`src/hdl/cpu_types_pkg.sv`:
```
// cpu datapath types
// word and register index widths, data memory depth and the alu operation encoding
// shared by every stage of the execute/memory half of the pipeline
package cpu_types_pkg;

	// datapath width
	localparam int WORD_W = 32;

	// register file index width, 32 registers
	localparam int REG_W = 5;

	// data memory size in words
	localparam int DMEM_DEPTH = 64;

	// byte offset inside a word, dropped when indexing the ram
	localparam int BYTE_OFF = 2;

	// one data word
	typedef logic [WORD_W-1:0] word_t;

	// register index
	typedef logic [REG_W-1:0] regbits_t;

	// alu operations, encoding follows the decode stage
	typedef enum logic [3:0] {
		ALU_SLL  = 4'd0,
		ALU_SRL  = 4'd1,
		ALU_ADD  = 4'd2,
		ALU_SUB  = 4'd3,
		ALU_AND  = 4'd4,
		ALU_OR   = 4'd5,
		ALU_XOR  = 4'd6,
		ALU_NOR  = 4'd7,
		ALU_SLT  = 4'd8,
		ALU_SLTU = 4'd9
	} aluop_t;

endpackage

```
`src/hdl/data_path_muxs_pkg.sv`:
```
// datapath mux selects
// destination register, alu b source and operand forwarding source
package data_path_muxs_pkg;

	// write back to rd (r-type) or rt (i-type)
	typedef enum logic {
		SEL_RD = 1'b0,
		SEL_RT = 1'b1
	} reg_dest_mux_selection;

	// alu b operand comes from the register or the immediate
	typedef enum logic {
		SRC_REG = 1'b0,
		SRC_IMM = 1'b1
	} alu_src_sel;

	// where an operand is taken from
	typedef enum logic [1:0] {
		FWD_NONE   = 2'd0,
		FWD_EX_MEM = 2'd1,
		FWD_MEM_WB = 2'd2
	} fwd_sel;

endpackage

```
`src/hdl/alu.sv`:
```
// ALU
// combinational arithmetic and logic unit of the execute stage
// drives zero, negative and signed overflow flags along with the result
`timescale 1ns/1ns

module alu import cpu_types_pkg::*; (
	input  aluop_t op,
	input  word_t  a,
	input  word_t  b,
	output word_t  result,
	output logic   zero,
	output logic   negative,
	output logic   overflow
);

	// shift amount is the low five bits of b
	logic [4:0] shamt;

	assign shamt = b[4:0];

	always_comb begin
		// defaults, no overflow for logic ops
		result   = '0;
		overflow = 1'b0;

		case (op)
			ALU_SLL: begin
				result = a << shamt;
			end
			ALU_SRL: begin
				result = a >> shamt;
			end
			ALU_ADD: begin
				result = a + b;
				// same operand signs but the sum flips sign
				overflow = (a[WORD_W-1] == b[WORD_W-1]) &&
					(result[WORD_W-1] != a[WORD_W-1]);
			end
			ALU_SUB: begin
				result = a - b;
				// different signs and the difference takes b's sign
				overflow = (a[WORD_W-1] != b[WORD_W-1]) &&
					(result[WORD_W-1] != a[WORD_W-1]);
			end
			ALU_AND: begin
				result = a & b;
			end
			ALU_OR: begin
				result = a | b;
			end
			ALU_XOR: begin
				result = a ^ b;
			end
			ALU_NOR: begin
				result = ~(a | b);
			end
			ALU_SLT: begin
				result = word_t'($signed(a) < $signed(b));
			end
			ALU_SLTU: begin
				result = word_t'(a < b);
			end
			default: begin
				result = '0;
			end
		endcase
	end

	// flags follow the result directly
	assign zero     = (result == '0);
	assign negative = result[WORD_W-1];

endmodule

```
`src/hdl/data_ram.sv`:
```
// data RAM
// word addressed synchronous memory, answers each request with a one-cycle dhit
// reads are registered on the dhit edge, writes land on the same edge
`timescale 1ns/1ns

module data_ram import cpu_types_pkg::*; (
	input  logic  CLK,
	input  logic  nRST,
	input  logic  dmem_ren,
	input  logic  dmem_wen,
	input  word_t dmem_addr,
	input  word_t dmem_store,
	output logic  dhit,
	output word_t dload
);

	localparam int IDX_W = $clog2(DMEM_DEPTH);

	word_t            mem [DMEM_DEPTH];
	logic [IDX_W-1:0] idx;
	// a request that has not been answered yet
	logic             req_start;

	// drop the byte offset, wrap at the memory size
	assign idx       = dmem_addr[BYTE_OFF +: IDX_W];
	assign req_start = (dmem_ren || dmem_wen) && !dhit;

	always_ff @(posedge CLK, negedge nRST) begin
		if (!nRST) begin
			dhit <= 1'b0;
		end else begin
			// one pulse per request, low again while the requester moves on
			dhit <= req_start;
		end
	end

	always_ff @(posedge CLK, negedge nRST) begin
		if (!nRST) begin
			dload <= '0;
			for (int i = 0; i < DMEM_DEPTH; i++) begin
				mem[i] <= '0;
			end
		end else if (req_start) begin
			if (dmem_wen) begin
				mem[idx] <= dmem_store;
			end
			if (dmem_ren) begin
				dload <= mem[idx];
			end
		end
	end

	// the requester still holds its request when the hit comes back
	assert property (@(posedge CLK) disable iff (!nRST)
		dhit |-> (dmem_ren || dmem_wen));

endmodule

```
`src/hdl/ex_mem_reg.sv`:
```
// EX/MEM pipeline register
// latches the execute results, holds data memory requests until dhit
// and takes a bubble on a load-use hazard
`timescale 1ns/1ns

module ex_mem_reg import cpu_types_pkg::*; import data_path_muxs_pkg::*; (
	input  logic                  CLK,
	input  logic                  nRST,
	input  logic                  valid,
	input  logic                  bubble,
	input  logic                  mem_stall_req,
	input  logic                  halt_in,
	input  logic                  wen,
	input  logic                  dren,
	input  logic                  dwen,
	input  reg_dest_mux_selection reg_dest,
	input  aluop_t                alu_op,
	input  regbits_t              rt,
	input  regbits_t              rd,
	input  word_t                 result,
	input  word_t                 rdat2,
	input  logic                  dhit,
	input  logic                  halted,
	output logic                  dmem_ren,
	output logic                  dmem_wen,
	output logic                  mem_busy,
	output logic                  exm_wen,
	output logic                  exm_halt,
	output regbits_t              exm_dest,
	output word_t                 dmem_addr,
	output word_t                 dmem_store,
	output word_t                 exm_result
);

	// control state
	logic                  wen_q;
	logic                  dren_q;
	logic                  dwen_q;
	logic                  halt_q;
	reg_dest_mux_selection reg_dest_q;
	aluop_t                alu_op_q;
	// payload
	regbits_t              rt_q;
	regbits_t              rd_q;
	word_t                 result_q;
	word_t                 rdat2_q;

	always_ff @(posedge CLK, negedge nRST) begin
		if (!nRST) begin
			wen_q      <= 1'b0;
			dren_q     <= 1'b0;
			dwen_q     <= 1'b0;
			halt_q     <= 1'b0;
			reg_dest_q <= SEL_RD;
			alu_op_q   <= ALU_ADD;
			rt_q       <= '0;
			rd_q       <= '0;
			result_q   <= '0;
			rdat2_q    <= '0;
		end else if (mem_busy) begin
			// request outstanding, hold everything
		end else if (bubble || mem_stall_req || !valid) begin
			// nothing accepted this cycle, also drops enables after dhit
			wen_q  <= 1'b0;
			dren_q <= 1'b0;
			dwen_q <= 1'b0;
			halt_q <= 1'b0;
		end else begin
			wen_q      <= wen;
			dren_q     <= dren;
			dwen_q     <= dwen;
			halt_q     <= halt_in;
			reg_dest_q <= reg_dest;
			alu_op_q   <= alu_op;
			rt_q       <= rt;
			rd_q       <= rd;
			result_q   <= result;
			rdat2_q    <= rdat2;
		end
	end

	// no new memory traffic once the pipe has halted
	assign dmem_ren = dren_q && !halted;
	assign dmem_wen = dwen_q && !halted;

	// waiting on the ram
	assign mem_busy = (dmem_ren || dmem_wen) && !dhit;

	// destination from the latched select, r0 is never written
	assign exm_dest = (reg_dest_q == SEL_RT) ? rt_q : rd_q;
	assign exm_wen  = wen_q && (exm_dest != '0);
	assign exm_halt = halt_q;

	// alu result doubles as the byte address for loads and stores
	assign dmem_addr  = result_q;
	assign dmem_store = rdat2_q;
	assign exm_result = result_q;

	// decode never issues a load and a store together
	assert property (@(posedge CLK) disable iff (!nRST) !(dmem_ren && dmem_wen));

	// the ram answers every request on the following cycle
	assert property (@(posedge CLK) disable iff (!nRST) mem_busy |-> ##[1:2] !mem_busy);

	// memory addresses are always formed by an add
	assert property (@(posedge CLK) disable iff (!nRST)
		(dmem_ren || dmem_wen) |-> (alu_op_q == ALU_ADD));

endmodule

```
`src/hdl/execute_memory_pipe.sv`:
```
// execute/memory pipeline top
// forwarding, ALU, EX/MEM, data RAM and MEM/WB of a five-stage cpu
// raises stall while memory is busy or on a load-use hazard
`timescale 1ns/1ns

module execute_memory_pipe import cpu_types_pkg::*; import data_path_muxs_pkg::*; (
	input  logic                  CLK,
	input  logic                  nRST,
	input  regbits_t              rs,
	input  regbits_t              rt,
	input  regbits_t              rd,
	input  word_t                 rdat1,
	input  word_t                 rdat2,
	input  word_t                 imm,
	input  aluop_t                alu_op,
	input  alu_src_sel            alu_src,
	input  reg_dest_mux_selection reg_dest,
	input  logic                  wen,
	input  logic                  dren,
	input  logic                  dwen,
	input  logic                  halt_in,
	input  logic                  valid,
	output logic                  stall,
	output logic                  wb_wen,
	output regbits_t              wb_reg,
	output word_t                 wb_data,
	output logic                  halted
);

	fwd_sel   fwd_a;
	fwd_sel   fwd_b;
	logic     load_hazard;
	// forwarded operands
	word_t    op_a;
	word_t    reg_b;
	word_t    alu_b;
	word_t    alu_result;
	logic     alu_negative;
	logic     alu_overflow;
	// EX/MEM outputs
	logic     dmem_ren;
	logic     dmem_wen;
	logic     mem_busy;
	logic     exm_wen;
	logic     exm_halt;
	regbits_t exm_dest;
	word_t    dmem_addr;
	word_t    dmem_store;
	word_t    exm_result;
	// ram outputs
	logic     dhit;
	word_t    dload;

	forwarding_unit fwd_unit (
		.rs(rs), .rt(rt), .alu_src(alu_src), .is_store(dwen),
		.exm_dest(exm_dest), .exm_wen(exm_wen), .exm_dren(dmem_ren),
		.mwb_dest(wb_reg), .mwb_wen(wb_wen),
		.fwd_a(fwd_a), .fwd_b(fwd_b), .load_hazard(load_hazard)
	);

	// operand a, youngest value first
	always_comb begin
		case (fwd_a)
			FWD_EX_MEM: op_a = exm_result;
			FWD_MEM_WB: op_a = wb_data;
			default:    op_a = rdat1;
		endcase
	end

	// register b also feeds the store data
	always_comb begin
		case (fwd_b)
			FWD_EX_MEM: reg_b = exm_result;
			FWD_MEM_WB: reg_b = wb_data;
			default:    reg_b = rdat2;
		endcase
	end

	assign alu_b = (alu_src == SRC_IMM) ? imm : reg_b;

	alu alu_i (
		.op(alu_op), .a(op_a), .b(alu_b), .result(alu_result),
		.zero(), .negative(alu_negative), .overflow(alu_overflow)
	);

	// hazard only matters for an instruction actually on offer
	assign stall = mem_busy || (load_hazard && valid);

	ex_mem_reg ex_mem (
		.CLK(CLK), .nRST(nRST), .valid(valid), .bubble(load_hazard),
		.mem_stall_req(stall), .halt_in(halt_in), .wen(wen), .dren(dren),
		.dwen(dwen), .reg_dest(reg_dest), .alu_op(alu_op), .rt(rt), .rd(rd),
		.result(alu_result), .rdat2(reg_b), .dhit(dhit), .halted(halted),
		.dmem_ren(dmem_ren), .dmem_wen(dmem_wen), .mem_busy(mem_busy),
		.exm_wen(exm_wen), .exm_halt(exm_halt), .exm_dest(exm_dest),
		.dmem_addr(dmem_addr), .dmem_store(dmem_store), .exm_result(exm_result)
	);

	data_ram dram (
		.CLK(CLK), .nRST(nRST), .dmem_ren(dmem_ren), .dmem_wen(dmem_wen),
		.dmem_addr(dmem_addr), .dmem_store(dmem_store), .dhit(dhit), .dload(dload)
	);

	mem_wb_reg mem_wb (
		.CLK(CLK), .nRST(nRST), .advance(!mem_busy), .exm_wen(exm_wen),
		.exm_dren(dmem_ren), .exm_halt(exm_halt), .exm_dest(exm_dest),
		.exm_result(exm_result), .dload(dload), .wb_wen(wb_wen), .wb_reg(wb_reg),
		.wb_data(wb_data), .halted(halted)
	);

	// an accepted address add stays in the positive, non-wrapping range
	assert property (@(posedge CLK) disable iff (!nRST)
		(valid && !stall && (dren || dwen)) |-> !alu_overflow && !alu_negative);

endmodule

```
`src/hdl/forwarding_unit.sv`:
```
// forwarding unit
// picks the alu operand sources from EX/MEM and MEM/WB
// and flags a load-use hazard against the load sitting in EX/MEM
`timescale 1ns/1ns

module forwarding_unit import cpu_types_pkg::*; import data_path_muxs_pkg::*; (
	input  regbits_t   rs,
	input  regbits_t   rt,
	input  alu_src_sel alu_src,
	input  logic       is_store,
	input  regbits_t   exm_dest,
	input  logic       exm_wen,
	input  logic       exm_dren,
	input  regbits_t   mwb_dest,
	input  logic       mwb_wen,
	output fwd_sel     fwd_a,
	output fwd_sel     fwd_b,
	output logic       load_hazard
);

	// producers that will really write a register, never r0
	logic exm_writes;
	logic mwb_writes;
	// rt is read for r-type ops and as store data
	logic uses_rt;

	assign exm_writes = exm_wen && (exm_dest != '0);
	assign mwb_writes = mwb_wen && (mwb_dest != '0);
	assign uses_rt    = (alu_src == SRC_REG) || is_store;

	// youngest producer wins
	always_comb begin
		fwd_a = FWD_NONE;
		if (exm_writes && (exm_dest == rs)) begin
			fwd_a = FWD_EX_MEM;
		end else if (mwb_writes && (mwb_dest == rs)) begin
			fwd_a = FWD_MEM_WB;
		end
	end

	always_comb begin
		fwd_b = FWD_NONE;
		if (exm_writes && (exm_dest == rt)) begin
			fwd_b = FWD_EX_MEM;
		end else if (mwb_writes && (mwb_dest == rt)) begin
			fwd_b = FWD_MEM_WB;
		end
	end

	// a load result is not ready until it reaches MEM/WB
	assign load_hazard = exm_dren && exm_writes &&
		((exm_dest == rs) || (uses_rt && (exm_dest == rt)));

endmodule

```
`src/hdl/mem_wb_reg.sv`:
```
// MEM/WB pipeline register
// picks load data or the alu result and carries the destination to write back
// halted is sticky until reset
`timescale 1ns/1ns

module mem_wb_reg import cpu_types_pkg::*; (
	input  logic     CLK,
	input  logic     nRST,
	input  logic     advance,
	input  logic     exm_wen,
	input  logic     exm_dren,
	input  logic     exm_halt,
	input  regbits_t exm_dest,
	input  word_t    exm_result,
	input  word_t    dload,
	output logic     wb_wen,
	output regbits_t wb_reg,
	output word_t    wb_data,
	output logic     halted
);

	// loads write the ram data, everything else the alu result
	word_t wb_data_nxt;

	assign wb_data_nxt = exm_dren ? dload : exm_result;

	always_ff @(posedge CLK, negedge nRST) begin
		if (!nRST) begin
			wb_wen  <= 1'b0;
			wb_reg  <= '0;
			wb_data <= '0;
		end else if (advance) begin
			// nothing is written back after the halt
			wb_wen  <= exm_wen && !halted;
			wb_reg  <= exm_dest;
			wb_data <= wb_data_nxt;
		end else begin
			// memory busy, bubble
			wb_wen <= 1'b0;
		end
	end

	always_ff @(posedge CLK, negedge nRST) begin
		if (!nRST) begin
			halted <= 1'b0;
		end else if (advance && exm_halt) begin
			halted <= 1'b1;
		end
	end

	// r0 writes are filtered back in EX/MEM
	assert property (@(posedge CLK) disable iff (!nRST) wb_wen |-> (wb_reg != '0));

endmodule

```
`config.mk`:
```
export PLATFORM = sky130hd
export DESIGN_NAME = execute_memory_pipe
export DESIGN_NICKNAME = d
export VERILOG_FILES = /design/src/hdl/cpu_types_pkg.sv /design/src/hdl/data_path_muxs_pkg.sv /design/src/hdl/alu.sv /design/src/hdl/data_ram.sv /design/src/hdl/ex_mem_reg.sv /design/src/hdl/execute_memory_pipe.sv /design/src/hdl/forwarding_unit.sv /design/src/hdl/mem_wb_reg.sv
export SDC_FILE = /design/constraint.sdc
export NUM_CORES = 2
export LEC_CHECK = 0
export BUFFER_PORTS_ARGS = -buffer_cell sky130_fd_sc_hd__buf_2
export CAP_MARGIN = 20
export CORE_ASPECT_RATIO = 1.2
export CORE_MARGIN = 4
export CORE_UTILIZATION = 40
export DETAILED_ROUTE_END_ITERATION = 10
export PLACE_DENSITY = 0.67
export SYNTH_ARGS = -nofsm -noshare
export SYNTH_HDL_FRONTEND = slang
export SYNTH_SLANG_ARGS = --single-unit
```
`constraint.sdc`:
```
create_clock -name CLK -period 9.65 [get_ports CLK]
set_clock_uncertainty 0.1 [all_clocks]
set_input_delay 1.4475 -clock CLK [delete_from_list [all_inputs] [get_ports CLK]]
set_output_delay 1.4475 -clock CLK [all_outputs]
set_load 0.03 [all_outputs]
```
# Word-level counts from Yosys, hierarchy flattened
# Cells that the tools add are included.
# classes
addsub	2
n_lt_le_gt_ge	4
eq_ne	17
n_shift	2
mux	21
n_bitwise	8
reduce_logical	33
# op_table
op	count
2048-bit bitwise mux	1
32-bit one-hot mux with 10 select lines	1
32-bit binary-select mux with 6-bit select	1
32-bit demux with 6-bit select	1
32-bit two-way mux	5
32-bit one-hot mux with 2 select lines	2
32-bit less-than comparator	2
32-bit adder	1
32-bit AND	1
32-bit NOT	1
32-bit bitwise OR	1
32-bit by 5-bit left shift with 32-bit output	1
32-bit by 5-bit >> shifter with 32-bit output	1
32-bit subtractor	1
32-bit bitwise XOR	1
5-bit equality test	4
1-bit logical AND	17
4-bit by 3-bit equality test with 1-bit output (second input constant)	4
5-bit nonzero test	2
4-bit by 2-bit equality test with 1-bit output (second input constant)	2
4-bit equality test (second input constant)	2
2-bit two-way mux	4
7-bit greater-or-equal comparator (second input constant)	1
7-bit by 1-bit less-than comparator with 1-bit output (second input constant)	1
11 further kinds	29
# word_totals
reg_bits	2199
input_bits	124
out_inout_bits	40

# Longest topological paths before layout
# logic_depth
depth_word	12
ltp_mapped	24
ltp_nobuf	21

# Cells and area by module
# From an unflattened synthesis, not the netlist that was laid out.
# hier_totals
hier_cells	8814
area_unflattened_um2	111973.6
# by_module_without_submodules
module	n_inst	cells_per_inst	area_each_um2
data_ram	1	6656	94361.8
alu	1	1452	10122.2
ex_mem_reg	1	215	3299.4
execute_memory_pipe	1	300	2112.0
mem_wb_reg	1	154	1776.7
forwarding_unit	1	37	301.5

# Worst setup path before layout
# Ideal clock, no wire load.
# synth_timing
kind	input -> register
start	in rt[1]
end	reg ex_mem.result_q[29] (netlist: ex_mem.dmem_addr[29])
setup_ps	124
arrival_time_ps	6407
required_time_ps	9426
slack_ps	3019
path_stages	21
n_path_buf	5
path_cell_list	xor2_1 -> nor4_2 -> buf_2 -> mux2i_1 -> a31o_2 -> clkbuf_1 -> clkbuf_1 -> buf_2 -> ha_1 -> clkbuf_1 -> nor4b_1 -> o311ai_0 -> a41oi_1 -> o21ai_0 -> a31oi_1 -> nand3_1 -> a311o_1 -> o311a_1 -> a21oi_1 -> nor3_1 -> o31a_1
# synth_via
elab_chain_len	10
elab_cells_between_ends	28
classes_between	add/sub (2); eq/ne (4); shift (2); mux (5); bitwise (5); reduce/logical (10)
# synth_lines
element	line_no	text
start: declaration	execute_memory_pipe.sv:10	input regbits_t rt,
branches (longest 10 deep; another with 32-bit subtractor)	--	
end signal: assignment	ex_mem_reg.sv:77	result_q <= result;
end: declaration	ex_mem_reg.sv:45	word_t result_q;
# Several ways; the timed one is not identified.
# A chain may end at the register's enable or synchronous reset.

# Worst setup path in the final report
# layout_timing
start	reg ex_mem.reg_dest_q
end	reg ex_mem.result_q[29] (netlist: ex_mem.dmem_addr[29])
# layout_via
elab_chain_len	12
elab_cells_between_ends	36
classes_between	add/sub (2); eq/ne (6); shift (2); mux (7); bitwise (5); reduce/logical (14)
# layout_lines
element	line_no	text
start: declaration	ex_mem_reg.sv:40	reg_dest_mux_selection reg_dest_q;
start signal: assignment	ex_mem_reg.sv:73	reg_dest_q <= reg_dest;
5-bit two-way mux (*)	ex_mem_reg.sv:90	assign exm_dest = (reg_dest_q == SEL_RT) ? rt_q : rd_q;
branches (longest 11 deep; another with 32-bit subtractor)	--	
# Mark *: on every way between the ends.

==> results by stage <==
Worst setup path:
- The peak fanout along the critical path is 32.
- STA puts the critical path data required time at 10.32 ns.
- The worst setup path is launched from a flop.
- The classification of the worst setup path is reg2reg.
- Data arrives at the worst endpoint at slightly below 8 ns.
- STA classifies the critical path endpoint as a flop.

Layout:
- From synthesis to final layout, the design area changed by 11.0%.
- For this run, the post-layout net count is roughly 8.6k.
- Fill cells in the final layout number between 20k and 25k.
- The finished cells cover ~120000 µm².
- The number of flip-flops under the largest register name is about 2.0k.
- More flip-flops sit in one register than any other, and that register is dram.mem.
- The proportion of layout cells with a drive suffix above 1 is ~35%.
- Cells fill 44.8% of the core in the end.

Synthesis:
- After synthesis, the mean cell area works out to 12.2 µm².
- The most common flop cell mapped by yosys is sky130_fd_sc_hd__dfrtp_1.
- The Yosys step of the flow raised 0 warnings.
- Of all flip-flops after synthesis, the portion carrying an async set or reset was 100%.
- After synthesis the netlist holds a flip-flop and latch count of 2199.
- Yosys mapped a number of flops with a built-in enable equal to 0.
- The register area share after synthesis is 52.4%.
- The number of standard cells after synthesis is approximately 8.6k.
- The number of unique standard cell types used by synthesis is 90.
- Summing every instance area after synthesis gives around 110000 µm².
- The synthesized net count is between 8k and 9k.

STA:
- For the pin with the worst max-slew slack, the measured transition is approximately 1.4 ns.
- Setup violations remaining at the end of the flow were counted as 0.
- The final critical delay including setup and external delays is around 7.2 ns.
- The final cycle utilization of the critical path is around three quarters.
- The hold violation count in the final report is 0.
- Setup repair after global routing left no endpoint under its margin.
- The total negative slack for setup checks is 0 ns.
- The count of pins over their slew limit is 0.
- The maximum clock frequency is between 100 and 150 MHz.
- Measured against its own limit, the worst slew margin works out to roughly 6%.

Routing:
- The routed layout has about 76k vias.
- The detail route stage leaves a number of antenna-violating nets equal to 0.
- The number of optimization iterations in the first detailed-route pass is 6.
- The detailed-route wire length is around 380 mm.
- For this run, design rule violations remaining after detail routing come to 0.
- In this run, the number of DRC markers left after iteration 0 of detailed routing was roughly 7.8k.
- Using the TritonRoute via totals, the vias-per-cell ratio works out to about 6.3.
- In the final routed layout, each cell accounts on average for about 31 µm.

Clock network:
- The number of buffers added for setup after CTS is 0.
- The clock tree from TritonCTS is built.
- The cts-stage hold buffer count is 0.
- No sink is reached through more buffers than the 4 on the longest clock path.
- Post-CTS repair changed the size of 0 cells.
- The number of clock sinks is between 2k and 2.5k.
- CTS placed an instance of sky130_fd_sc_hd__clkbuf_16 at the clock tree root.
- The H-tree depth reported by CTS is 4.
- The later-pin clock latency in the skew report is 0.88 ns.
- The number of buffers inserted during clock tree synthesis is 210.
- The clock edge transition at the registers on the reported setup and hold paths is around 0.070 ns.

Floorplan:
- In this run the horizontal extent of the chip is about 480 µm.
- The top-level I/O count is 164.
- The total area inside the core boundary comes to about 260000 µm².
- The die height is approximately 570 µm.
- The effective utilization at floorplan is roughly two fifths.
- The number of standard-cell rows in the floorplan is ~210.
- The floorplan step defined a die boundary enclosing between 200000 and 300000 µm².

GRT:
- The overall fraction of global-route tracks in use is 27.0%.
- For this run the aggregate overflow at the end of global routing stands at 0.
- The wire length of the first global-routing pass is roughly 540 mm.
- Entering global routing, the biggest net connects 205 pins.
- The initial antenna violation count is 21.
- The via count of the first global-routing pass is about 77k.

Place:
- The number of I/O port buffers is between 150 and 200.
- The routability congestion estimate from global placement is 1.00.
- After detailed placement, the total cell area comes to 109000 µm².
- Summed over all nets, the half-perimeter wirelength after detailed placement is between 200 and 250 mm.

Power:
- The analysis attributes to cell leakage a power of between 50 and 60 nW.
- The power density relative to cell area is around 180 nW/µm².
- The worst vdd rail ir drop is 0.146 mV.

Outcome:
- The flow ran to the end, and the final reports show no timing, DRC or antenna violations.

Worst hold path:
- The worst hold path belongs to the class reg2reg.

Run:
- The total of max-cap violations is 0.
## layout by cell type (no fill, tap or decap), drive strengths merged, types with 10 or more instances in the layout
cell type  Yosys  layout
a211oi        27      27
a21o          21      21
a21oi        149     149
a221oi       113     113
a22o          87      87
a22oi        888     888
a31oi         62      62
a41oi         66      66
and3          22      22
and4          14      14
buf          201     397
bufinv         0      22
clkbuf       638     303
clkinv         3      51
dfrtp       2199    2199
diode          0      11
ha           108     108
inv          105     107
mux2        2129    2129
mux2i        198     198
nand2        464     464
nand2b        14      14
nand3         37      37
nand4        153     153
nor2         234     234
nor2b         15      15
nor3          43      43
nor4          13      13
o2111ai       11      11
o211ai        32      32
o21ai        269     269
o21bai        10      10
o221ai        33      33
o22ai         34      34
xnor2         51      51
xor2          13      13
## worst paths after layout
| check | start | to | slack (ns) | cells past startpoint |
|---|---|---|---|---|
| max | ex_mem.reg_dest_q$_DFFE_PN0P_ | ex_mem.dmem_addr[29]$_DFFE_PN0P_ | 2.49 | 20 |
| min | dram.dload[4]$_DFFE_PN0P_ | dram.dload[4]$_DFFE_PN0P_ | 0.39 | 2 |
| max reg2reg | ex_mem.reg_dest_q$_DFFE_PN0P_ | ex_mem.dmem_addr[29]$_DFFE_PN0P_ | 2.49 | 20 |
| min reg2reg | dram.dload[4]$_DFFE_PN0P_ | dram.dload[4]$_DFFE_PN0P_ | 0.39 | 2 |
| max in group asynchronous | nRST | dram.mem[1276]$_DFFE_PN0P_ | 6.48 | 3 |
| min in group asynchronous | nRST | dram.mem[1797]$_DFFE_PN0P_ | 0.52 | 1 |
## routing by layer
metal / vias up / GRT usage (%) / routed length [µm]
met5: - / 0 / 81
met4: 12 / 16.6 / 26500
met3: 981 / 4.62 / 28600
met2: 3483 / 43.0 / 173000
met1: 39800 / 34.4 / 147000
li1: 31400 / - / -
## critical path, cell delays in order (launching register included)
cell	delay (ns)
sky130_fd_sc_hd__dfrtp_1	0.62
sky130_fd_sc_hd__mux2i_1	0.58
sky130_fd_sc_hd__xnor2_1	0.19
sky130_fd_sc_hd__nor4_4	0.66
sky130_fd_sc_hd__nand2_2	0.33
sky130_fd_sc_hd__a31o_2	0.37
sky130_fd_sc_hd__buf_4	0.28
sky130_fd_sc_hd__inv_1	0.10
sky130_fd_sc_hd__buf_4	0.32
sky130_fd_sc_hd__ha_1	0.33
sky130_fd_sc_hd__nor2b_1	0.27
sky130_fd_sc_hd__o21ai_0	0.12
sky130_fd_sc_hd__a41oi_1	0.50
sky130_fd_sc_hd__o21ai_0	0.32
sky130_fd_sc_hd__a31oi_1	0.44
sky130_fd_sc_hd__nand3_1	0.23
sky130_fd_sc_hd__a311o_1	0.42
sky130_fd_sc_hd__o311a_1	0.31
sky130_fd_sc_hd__a21oi_1	0.16
sky130_fd_sc_hd__nor3_1	0.07
sky130_fd_sc_hd__o31a_1	0.29
## logic make-up (layout without fill, tap and decap cells)
family / count (synthesis) / in the layout / synth area share, %
mux: 2330 / 2330 / 24.8
flops: 2199 / 2199 / 52.4
compound gates: 1887 / 1887 / 12.9
simple gates: 1050 / 1050 / 4.59
buf+inv: 947 / 882 / 3.49
fa+ha+maj: 110 / 110 / 1.32
xor+xnor: 64 / 64 / 0.533
other cells: 0 / 11 / 0
## metrics by stage
stage          worst slack [ns]  total power, W  hold WS, ns  std cells
4_1_cts                    2.52          0.0212        0.386      11900
2_1_floorplan              3.02          0.0112        0.345       8587
5_1_grt                    2.22          0.0218        0.412      11900
3_3_place_gp               2.10          0.0126        0.364      11600
6_report                   2.49          0.0212        0.387      11900
3_5_place_dp               2.07          0.0127        0.372      11600
## Yosys cell counts (all sizes together) (14+ instances only)
cell type | count | area (µm²)
a31oi | 62 | 388
nor3 | 43 | 220
o221ai | 33 | 289
clkbuf | 638 | 2390
a211oi | 27 | 203
nand4 | 153 | 957
xnor2 | 51 | 447
nor2 | 234 | 881
a22o | 87 | 762
o21ai | 269 | 1350
nand2b | 14 | 87.6
a41oi | 66 | 578
ha | 108 | 1350
buf | 201 | 857
a21o | 21 | 158
a22oi | 888 | 6670
inv | 105 | 399
and4 | 14 | 123
mux2 | 2129 | 24000
o22ai | 34 | 213
mux2i | 198 | 2010
nor2b | 15 | 93.8
dfrtp | 2199 | 55000
nand2 | 464 | 1740
nand3 | 37 | 185
and3 | 22 | 138
a221oi | 113 | 996
o211ai | 32 | 240
a21oi | 149 | 746
## layout make-up
type | instances | area (µm²) | share of cell area (%)
Antenna cell | 11 | 27.5 | 0.0236
Clock buffer | 298 | 6060 | 5.19
Clock inverter | 74 | 1010 | 0.863
Inverter | 108 | 410 | 0.352
Multi-Input combinational cell | 5441 | 46800 | 40.2
Sequential cell | 2199 | 55100 | 47.2
Tap cell | 3415 | 4270 | 3.66
Timing Repair Buffer | 402 | 2950 | 2.52
## power breakdown
part / total [W] / leakage, nW / switching, W / internal, W
sequential: 0.00979 / 30.5 / 0.000328 / 0.00947
clock: 0.00861 / 3.50 / 0.00366 / 0.00495
combinational: 0.00279 / 20.4 / 0.00210 / 0.000692
total: 0.0212 / 54.4 / 0.00609 / 0.0151
Power figures use the tool's default switching activity.
